File: src/design/lq_pkg.sv
package lq_pkg;

    localparam int LQ_DEPTH          = 8;
    localparam int SQ_DEPTH          = 8;
    localparam int ISSUE_WAYS        = 2;
    localparam int ROB_DEPTH         = 32;
    localparam int PRF_DEPTH         = 64;
    localparam int BLOCK_OFFSET_BITS = 3;

    typedef logic [$clog2(LQ_DEPTH)-1:0]  lq_idx_t;
    typedef logic [LQ_DEPTH-1:0]          lq_mask_t;
    typedef logic [$clog2(SQ_DEPTH)-1:0]  sq_idx_t;
    typedef logic [$clog2(ROB_DEPTH)-1:0] rob_idx_t;
    typedef logic [$clog2(PRF_DEPTH)-1:0] prf_idx_t;
    typedef logic [15:0]                  addr_t;
    typedef logic [31:0]                  data_t;
    // byte, half, word, double
    typedef logic [1:0]                   mem_size_t;

    typedef enum logic [2:0] {
        LQ_FREE,
        LQ_WAIT_ADDR,
        LQ_CHECK,
        LQ_READY,
        LQ_DONE
    } lq_state_t;

    typedef struct packed {
        rob_idx_t  rob_idx;
        prf_idx_t  prf_idx;
        mem_size_t size;
        // store queue tail seen at issue, marks the older stores
        sq_idx_t   sq_tail;
    } load_issue_t;

    typedef struct packed {
        logic     valid;
        logic     is_ls;
        rob_idx_t rob_idx;
        addr_t    addr;
    } alu_result_t;

    typedef struct packed {
        logic      addr_valid;
        logic      data_valid;
        addr_t     addr;
        mem_size_t size;
        data_t     data;
    } sq_entry_t;

    typedef struct packed {
        lq_state_t state;
        rob_idx_t  rob_idx;
        prf_idx_t  prf_idx;
        mem_size_t size;
        addr_t     addr;
        sq_idx_t   sq_tail;
        data_t     data;
    } lq_entry_t;

    typedef struct packed {
        addr_t     addr;
        mem_size_t size;
    } dcache_req_t;

    typedef struct packed {
        logic     valid;
        data_t    data;
        prf_idx_t prf_idx;
        rob_idx_t rob_idx;
    } cdb_t;

endpackage

File: src/design/lq_alloc.sv
`timescale 1ns/10ps

module lq_alloc import lq_pkg::*; (
    input  lq_mask_t                free_mask,
    input  logic [ISSUE_WAYS-1:0]   ld_en,
    output lq_mask_t                alloc_grant [ISSUE_WAYS]
);

    lq_mask_t low_pick;
    lq_mask_t high_pick;
    lq_mask_t rest_mask;

    always_comb begin
        low_pick = '0;
        // walk downward so the lowest free entry wins
        for (int i = LQ_DEPTH - 1; i >= 0; i--) begin
            if (free_mask[i]) begin
                low_pick = lq_mask_t'(1) << i;
            end
        end
        alloc_grant[0] = ld_en[0] ? low_pick : '0;

        // way 1 takes from the top, skipping way 0's entry
        rest_mask = free_mask & ~alloc_grant[0];
        high_pick = '0;
        for (int i = 0; i < LQ_DEPTH; i++) begin
            if (rest_mask[i]) begin
                high_pick = lq_mask_t'(1) << i;
            end
        end
        alloc_grant[1] = ld_en[1] ? high_pick : '0;
    end

endmodule

File: src/design/lq_rr_arbiter.sv
`timescale 1ns/10ps

module lq_rr_arbiter import lq_pkg::*; (
    input  logic     clock,
    input  logic     rst,
    input  lq_mask_t req,
    output lq_mask_t gnt
);

    lq_idx_t last;
    lq_idx_t gnt_idx;
    logic    found;

    always_comb begin
        lq_idx_t idx;
        gnt     = '0;
        gnt_idx = last;
        found   = 1'b0;
        // search starts one past the previous winner, wraps back to it
        for (int k = 1; k <= LQ_DEPTH; k++) begin
            idx = last + lq_idx_t'(k);
            if (!found && req[idx]) begin
                found   = 1'b1;
                gnt_idx = idx;
            end
        end
        if (found) begin
            gnt[gnt_idx] = 1'b1;
        end
    end

    always_ff @(posedge clock) begin
        if (rst) begin
            last <= lq_idx_t'(LQ_DEPTH - 1);
        end else if (found) begin
            last <= gnt_idx;
        end
    end

    assert property (@(posedge clock) disable iff (rst)
        $onehot0(gnt) && ((gnt & ~req) == '0))
        else $error("arbiter grant not one-hot or not requested");

endmodule

File: src/design/lq_store_check.sv
`timescale 1ns/10ps

module lq_store_check import lq_pkg::*; (
    input  lq_entry_t entries [LQ_DEPTH],
    input  sq_entry_t sq [SQ_DEPTH],
    input  sq_idx_t   sq_head,
    output lq_mask_t  fwd_mask,
    output data_t     fwd_data [LQ_DEPTH],
    output lq_mask_t  clear_mask,
    output lq_mask_t  hold_mask
);

    for (genvar i = 0; i < LQ_DEPTH; i++) begin : g_load
        logic  fwd;
        logic  clear;
        logic  hold;
        data_t fwd_word;

        always_comb begin
            logic [SQ_DEPTH-1:0] age_mask;
            logic                in_range;
            logic                unresolved;
            logic                found;
            logic                match;
            logic                is_check;
            sq_idx_t             j;
            sq_idx_t             sel;

            // stores from head up to the load's tail are older than the load
            age_mask = '0;
            in_range = 1'b1;
            for (int k = 0; k < SQ_DEPTH; k++) begin
                j = sq_head + sq_idx_t'(k);
                if (j == entries[i].sq_tail) begin
                    in_range = 1'b0;
                end
                age_mask[j] = in_range;
            end

            // oldest to youngest, so the last block hit is the youngest
            unresolved = 1'b0;
            found      = 1'b0;
            sel        = sq_head;
            for (int k = 0; k < SQ_DEPTH; k++) begin
                j = sq_head + sq_idx_t'(k);
                if (age_mask[j]) begin
                    if (!sq[j].addr_valid) begin
                        unresolved = 1'b1;
                    end else if (sq[j].addr[$bits(addr_t)-1:BLOCK_OFFSET_BITS] ==
                                 entries[i].addr[$bits(addr_t)-1:BLOCK_OFFSET_BITS]) begin
                        found = 1'b1;
                        sel   = j;
                    end
                end
            end

            match = sq[sel].addr[BLOCK_OFFSET_BITS-1:0] ==
                    entries[i].addr[BLOCK_OFFSET_BITS-1:0]
                    && sq[sel].size == entries[i].size
                    && sq[sel].data_valid;

            is_check = entries[i].state == LQ_CHECK;
            fwd      = is_check && !unresolved && found && match;
            clear    = is_check && !unresolved && !found;
            // partial overlap or unknown store address
            hold     = is_check && (unresolved || (found && !match));
            fwd_word = sq[sel].data;
        end

        assign fwd_mask[i]   = fwd;
        assign clear_mask[i] = clear;
        assign hold_mask[i]  = hold;
        assign fwd_data[i]   = fwd_word;
    end

endmodule

File: src/design/lq_entries.sv
`timescale 1ns/10ps

module lq_entries import lq_pkg::*; (
    input  logic        clock,
    input  logic        rst,
    input  logic        except,
    input  lq_mask_t    alloc_grant [ISSUE_WAYS],
    input  load_issue_t ld_issue [ISSUE_WAYS],
    input  alu_result_t alu [ISSUE_WAYS],
    input  lq_mask_t    fwd_mask,
    input  data_t       fwd_data [LQ_DEPTH],
    input  lq_mask_t    clear_mask,
    input  lq_mask_t    hold_mask,
    input  lq_mask_t    cache_gnt,
    input  lq_mask_t    cdb_gnt,
    input  logic        dc_hit,
    input  data_t       dc_data,
    output lq_entry_t   entries [LQ_DEPTH],
    output lq_mask_t    free_mask,
    output lq_mask_t    ready_mask,
    output lq_mask_t    done_mask,
    output logic        rd_en,
    output dcache_req_t rd_req,
    output cdb_t        cdb
);

    lq_mask_t alu_hit [ISSUE_WAYS];

    for (genvar w = 0; w < ISSUE_WAYS; w++) begin : g_way
        for (genvar i = 0; i < LQ_DEPTH; i++) begin : g_hit
            assign alu_hit[w][i] = alu[w].valid && alu[w].is_ls
                && entries[i].state == LQ_WAIT_ADDR
                && alu[w].rob_idx == entries[i].rob_idx;
        end

        // a ROB index names at most one waiting load
        assert property (@(posedge clock) disable iff (rst) $onehot0(alu_hit[w]))
            else $error("ALU result on way %0d captured by several entries", w);
    end

    for (genvar i = 0; i < LQ_DEPTH; i++) begin : g_entry
        lq_entry_t entry_q;
        lq_entry_t entry_d;

        always_comb begin
            entry_d = entry_q;
            case (entry_q.state)
                LQ_FREE: begin
                    for (int w = 0; w < ISSUE_WAYS; w++) begin
                        if (alloc_grant[w][i]) begin
                            entry_d.state   = LQ_WAIT_ADDR;
                            entry_d.rob_idx = ld_issue[w].rob_idx;
                            entry_d.prf_idx = ld_issue[w].prf_idx;
                            entry_d.size    = ld_issue[w].size;
                            entry_d.sq_tail = ld_issue[w].sq_tail;
                        end
                    end
                end
                LQ_WAIT_ADDR: begin
                    for (int w = 0; w < ISSUE_WAYS; w++) begin
                        if (alu_hit[w][i]) begin
                            entry_d.state = LQ_CHECK;
                            entry_d.addr  = alu[w].addr;
                        end
                    end
                end
                LQ_CHECK: begin
                    if (fwd_mask[i]) begin
                        entry_d.state = LQ_DONE;
                        entry_d.data  = fwd_data[i];
                    end else if (clear_mask[i]) begin
                        entry_d.state = LQ_READY;
                    end
                end
                // a miss leaves the entry here to compete again
                LQ_READY: begin
                    if (cache_gnt[i] && dc_hit) begin
                        entry_d.state = LQ_DONE;
                        entry_d.data  = dc_data;
                    end
                end
                LQ_DONE: begin
                    if (cdb_gnt[i]) begin
                        entry_d.state = LQ_FREE;
                    end
                end
                default: entry_d.state = LQ_FREE;
            endcase
        end

        always_ff @(posedge clock) begin
            if (rst || except) begin
                entry_q.state <= LQ_FREE;
            end else begin
                entry_q <= entry_d;
            end
        end

        assign entries[i]    = entry_q;
        assign free_mask[i]  = entry_q.state == LQ_FREE;
        assign ready_mask[i] = entry_q.state == LQ_READY;
        assign done_mask[i]  = entry_q.state == LQ_DONE;

        // store check returns exactly one verdict, and only for checking loads
        assert property (@(posedge clock) disable iff (rst)
            (entry_q.state == LQ_CHECK) == $onehot({fwd_mask[i], clear_mask[i], hold_mask[i]}))
            else $error("store check verdict mismatch on entry %0d", i);
    end

    // grants are one-hot, so OR-ing the selected fields is a mux
    always_comb begin
        rd_req = '0;
        cdb    = '0;
        for (int i = 0; i < LQ_DEPTH; i++) begin
            if (cache_gnt[i]) begin
                rd_req.addr = entries[i].addr;
                rd_req.size = entries[i].size;
            end
            if (cdb_gnt[i]) begin
                cdb.data    = entries[i].data;
                cdb.prf_idx = entries[i].prf_idx;
                cdb.rob_idx = entries[i].rob_idx;
            end
        end
        // nothing from a flushed queue reaches the CDB
        cdb.valid = (|cdb_gnt) && !except;
    end

    assign rd_en = |cache_gnt;

endmodule

File: src/design/load_queue.sv
`timescale 1ns/10ps

module load_queue import lq_pkg::*; (
    input  logic                  clock,
    input  logic                  rst,
    input  logic                  except,
    input  logic [ISSUE_WAYS-1:0] ld_en,
    input  load_issue_t           ld_issue [ISSUE_WAYS],
    input  alu_result_t           alu [ISSUE_WAYS],
    input  sq_entry_t             sq [SQ_DEPTH],
    input  sq_idx_t               sq_head,
    input  logic                  dc_hit,
    input  data_t                 dc_data,
    output logic                  rd_en,
    output dcache_req_t           rd_req,
    output cdb_t                  cdb
);

    lq_mask_t  free_mask;
    lq_mask_t  alloc_grant [ISSUE_WAYS];
    lq_entry_t entries [LQ_DEPTH];
    lq_mask_t  fwd_mask;
    data_t     fwd_data [LQ_DEPTH];
    lq_mask_t  clear_mask;
    lq_mask_t  hold_mask;
    lq_mask_t  ready_mask;
    lq_mask_t  done_mask;
    lq_mask_t  cache_gnt;
    lq_mask_t  cdb_gnt;

    lq_alloc alloc (
        .free_mask   (free_mask),
        .ld_en       (ld_en),
        .alloc_grant (alloc_grant)
    );

    // the issuer never spends more credits than there are free entries
    for (genvar w = 0; w < ISSUE_WAYS; w++) begin : g_credit
        assert property (@(posedge clock) disable iff (rst)
            ld_en[w] |-> $onehot(alloc_grant[w]))
            else $error("load issued on way %0d without a free entry", w);
    end

    lq_entries entry_array (
        .clock       (clock),
        .rst         (rst),
        .except      (except),
        .alloc_grant (alloc_grant),
        .ld_issue    (ld_issue),
        .alu         (alu),
        .fwd_mask    (fwd_mask),
        .fwd_data    (fwd_data),
        .clear_mask  (clear_mask),
        .hold_mask   (hold_mask),
        .cache_gnt   (cache_gnt),
        .cdb_gnt     (cdb_gnt),
        .dc_hit      (dc_hit),
        .dc_data     (dc_data),
        .entries     (entries),
        .free_mask   (free_mask),
        .ready_mask  (ready_mask),
        .done_mask   (done_mask),
        .rd_en       (rd_en),
        .rd_req      (rd_req),
        .cdb         (cdb)
    );

    lq_store_check store_check (
        .entries    (entries),
        .sq         (sq),
        .sq_head    (sq_head),
        .fwd_mask   (fwd_mask),
        .fwd_data   (fwd_data),
        .clear_mask (clear_mask),
        .hold_mask  (hold_mask)
    );

    // one load per cycle to the data cache
    lq_rr_arbiter cache_arb (
        .clock (clock),
        .rst   (rst),
        .req   (ready_mask),
        .gnt   (cache_gnt)
    );

    // one broadcast per cycle, never stalled
    lq_rr_arbiter cdb_arb (
        .clock (clock),
        .rst   (rst),
        .req   (done_mask),
        .gnt   (cdb_gnt)
    );

endmodule

File: config.mk
export PLATFORM = sky130hd
export DESIGN_NAME = load_queue
export DESIGN_NICKNAME = d
export VERILOG_FILES = /design/src/design/lq_pkg.sv /design/src/design/lq_alloc.sv /design/src/design/lq_rr_arbiter.sv /design/src/design/lq_store_check.sv /design/src/design/lq_entries.sv /design/src/design/load_queue.sv
export SDC_FILE = /design/constraint.sdc
export NUM_CORES = 2
export LEC_CHECK = 0
export BUFFER_PORTS_ARGS = -buffer_cell sky130_fd_sc_hd__buf_2
export CAP_MARGIN = 20
export CORE_MARGIN = 4
export CORE_UTILIZATION = 35
export DETAILED_ROUTE_END_ITERATION = 7
export HOLD_SLACK_MARGIN = 0.02
export PLACE_DENSITY_LB_ADDON = 0.12
export SETUP_SLACK_MARGIN = 0.3
export SYNTH_ARGS = -nofsm -noshare
export SYNTH_HDL_FRONTEND = slang
export SYNTH_SLANG_ARGS = --single-unit
File: constraint.sdc
create_clock -name clock -period 16.7 [get_ports clock]
set_input_delay 0.835 -clock clock [delete_from_list [all_inputs] [get_ports clock]]
set_output_delay 0.835 -clock clock [all_outputs]
set_load 0.03 [all_outputs]
==> parameters.txt <==
Parameter                              Value

Logic synthesis
  Proportion of register bits with asynchronous set or reset after synthesis    0%
  Number of warnings printed during yosys synthesis    0
  Cell count after synthesis    9746
  Number of enable flip-flop cells after synthesis    512
  Per-instance average area after synthesis    8.23 sq um
  Count of distinct cell types in the synthesized netlist    130
  Sequential area share after synthesis    19.9%
  Total nets after synthesis    10300
  Share of Yosys cell area claimed by the top area cell type    19.2%
  Main area contributors after synthesis    sky130_fd_sc_hd__edfxtp_1, sky130_fd_sc_hd__mux2i_1, sky130_fd_sc_hd__xnor2_1, sky130_fd_sc_hd__mux4_2, sky130_fd_sc_hd__mux2_2
  Post-synth top flop    sky130_fd_sc_hd__edfxtp_1
  Area leader, netlist    sky130_fd_sc_hd__edfxtp_1
  Post-synthesis instance area    80200 sq um
  Register bit count reported by yosys    542

Timing
  Final Cycle Share    67.0%
  Total of endpoints with negative setup slack in the final report    0
  Normalized max-slew margin    3.43%
  Max Slew Vio Count    0
  Transition time at the pin with the least slew margin    1450 ps
  Worst hold margin    508 ps
  Final worst path period need    11180 ps
  Setup repair after global routing missed its margin    false
  Worst setup slack after layout    5520 ps
  Total negative slack for setup checks    0 ps
  Achievable clock frequency    89.4 MHz
  Number of hold-slack violations in the final timing report    0
  Final clock skew    46.7 ps

Clock tree
  Clock-pin transition on the worst setup and hold timing paths    50 ps
  Quantity of gates resized following cts    0
  CTS buffer count    75
  TritonCTS clock tree    done
  Latest clock arrival within the worst-skew pair    720 ps
  Number of buffers inserted to repair setup after CTS    0
  Total number of clock tree sinks    542
  Maximum clock path buffer count    3
  H-tree level count    3
  # hold bufs at CTS    0
  Cell at the root of the clock tree    sky130_fd_sc_hd__clkbuf_16

Finish
  Nets    10400
  Share of post-route cells with drive strength above 1    19.8%
  Synthesis-to-finish area growth    10.8%
  Final Non-Filler Cells    13000
  Share of the core filled with cells    39.0%
  Multi-input gate area in the final layout    60200 sq um
  Register area    16000 sq um
  Number of filler cells placed in the layout    23300

Floorplanning
  Core outline area    228000 sq um
  Site Rows    175
  Full die area    237000 sq um
  Initial cell density of the core    35.2%
  Die Wd    487 um
  Overall die height    487 um
  Number of primary I/O pins    598

Pwr
  Net switching component of the power    0.00314 W
  Share of power burned in registers    22.7%
  Proportion of total power due to net switching    46.6%
  Proportion of power drawn by combinational gates    52.6%
  Power per cell area    75.9 nW/um^2
  P_leak    31.6 nW
  Cell-internal power    0.00360 W
  Peak supply drop    169 uV
  Power share of the clock group    24.7%

Worst setup path
  Reg2Reg Depth    19
  Setup slack of the worst register-to-register path    7340 ps
  Launch point of the worst reg-to-reg path    entry_array.entries[168]
  Reg-to-reg endpoint    entry_array.entries[144]
  Biggest fanout along the worst timing path    100
  Buf+Inv Stages, Crit Path    6
  Startpoint kind of the worst setup timing path    primary input
  CP dominant cell by count    sky130_fd_sc_hd__buf_4
  Data arrival at the endpoint of the critical path    11500 ps
  Stage delay of the slowest cell on the critical path    800 ps
  Critical Path End Type    flip-flop
  Critical path cell sequence    buf_8 > inv_4 > ha_4 > buf_4 > buf_12 > mux4_2 > mux2i_2 > xnor2_1 > nor4_1 > nand4_1 > a2111o_1 > or2_2 > a22oi_1 > o21ai_1 > nand2_4 > buf_4 > mux2i_1 > a22oi_1 > a21o_1 > a211oi_1 > nand4_1 > a211oi_4 > buf_4
  Slowest cell on crit path    sky130_fd_sc_hd__nand4_1
  CP Data Required Time    17020 ps
  CP delay by family, top    buffers and inverters
  Count of cell instances traversed by the critical path    23
  Startpoint-to-endpoint class of the critical path    primary input to flip-flop

Global route
  Number of global-route vias before repair    81900
  First-pass GRT wire length    721 mm
  Number of antenna violations at the first check in global routing    110
  Maximum number of pins on one net before global-route repair    197
  Global route total overflow    0
  Overall track demand over capacity in global routing    43.4%

Hold path
  Worst Hold End    entry_array.entries[400]
  Hold Path Stages    1
  HP Class    flip-flop to flip-flop
  Worst hold path startpoint    entry_array.entries[401]

Route
  Detailed-route vias per instance    7.00
  Detailed-route wire length per cell    41.6 um
  Routed vias    90700
  DRC Markers    7
  Initial detailed-routing violation count    13700
  Drt first pass iters    8
  Post-DRT Antenna Nets    0
  WL final    539 mm

Placement
  Placed wire-length estimate    383 mm
  Global placer's final weighted congestion    1.11
  Post-Place Cells    12700
  Pre-CTS worst setup slack    5260 ps
  Number of port buffers    597

Run status
  Violated checks    design-rule violations
  Status    finished, violations left

Run
  Number of violations of the max-capacitance limit    0
-- sequential cells by signal, indices dropped and copies added (netlist names) --
register,count
cdb_arb.last,3
cache_arb.last,3
entry_array.entries,536
-- layout make-up --
class                   instances  area share, %
inverters                      96          0.410
diodes                         86          0.242
multi-input cells            8128           67.8
clock inverters                39          0.525
well taps                    3009           4.24
clock buffers                  91           2.20
repair buffers                963           6.60
flip-flops and latches        542           18.0
-- through the flow --
stage	area, sq um	power, W
after global routing	88700	0.00692
after CTS	88600	0.00665
after global placement	86100	0.00497
final	88800	0.00674
after detailed placement	86200	0.00498
after floorplan	80200	0.00367
-- cell usage after synthesis, drive strengths merged (264+ instances only) --
cell type  count
a31oi        264
mux2i        744
xor2         284
buf          416
nor2         653
xnor2        637
o21ai        370
edfxtp       512
a21oi        540
clkbuf       564
a211oi       450
nand2       1053
mux2         419
-- per-layer routing --
layer / GRT usage, % / share of wire [%] / up-vias
met5: 0 / 0.078 / -
met4: 27.6 / 7.9 / 68
met3: 14.0 / 12 / 1575
met2: 62.4 / 41 / 6830
met1: 55.7 / 39 / 45000
li1: - / - / 37200
-- worst max-delay path by stage --
stage / start / end / slack (ps)
2_1_floorplan: sq_head[0] / entry_array.entries[134] / 6090
3_3_place_gp: sq_head[0] / entry_array.entries[7] / 5360
3_5_place_dp: sq_head[0] / entry_array.entries[211] / 5260
4_1_cts: sq_head[0] / entry_array.entries[211] / 6000
5_1_grt: sq_head[0] / entry_array.entries[340] / 5420
6_report: sq_head[0] / entry_array.entries[10] / 5520
-- power by group through the flow --
stage	logic (W)	registers [W]	clock network, W
CTS	0.00343	0.00153	0.00168
finish	0.00355	0.00153	0.00166
global route	0.00366	0.00153	0.00174
floorplan	0.00212	0.00155	0
global placement	0.00341	0.00156	0
detailed placement	0.00342	0.00156	0
-- kinds of logic (layout without fill, tap and decap cells) --
kind of cell | after synthesis | after routing | synth area share [%]
mux | 1383 | 1383 | 21.8
compound gates | 2585 | 2585 | 22.0
other cells | 0 | 86 | 0
flops | 542 | 542 | 19.9
simple gates | 3213 | 3213 | 19.7
xor+xnor | 937 | 937 | 10.6
buf+inv | 1076 | 1189 | 5.86
fa+ha+maj | 10 | 10 | 0.156
-- cell usage in the layout, fill, tap and decap left out, drive strengths merged, types with 40 or more instances in the layout --
cell     netlist  layout
nor3         206     206
inv           81      86
nand4        149     149
mux4         220     220
xor2         284     284
nand2       1053    1053
a31oi        264     264
o211ai       216     216
nor4         165     165
nor2b        127     127
diode          0      86
a2111oi       48      48
mux2i        744     744
a211o         86      86
and2         212     212
nand3        262     262
and3          64      64
clkbuf       564      92
nor3b         40      40
mux2         419     419
a21oi        540     540
o2111ai       42      42
xnor2        637     637
a22oi         88      88
nor2         653     653
a211oi       450     450
edfxtp       512     512
or3           54      54
o22ai         50      50
o21ai        370     370
nand2b        47      47
buf          416     962
Note: power is estimated with default switching activity, not from simulation.
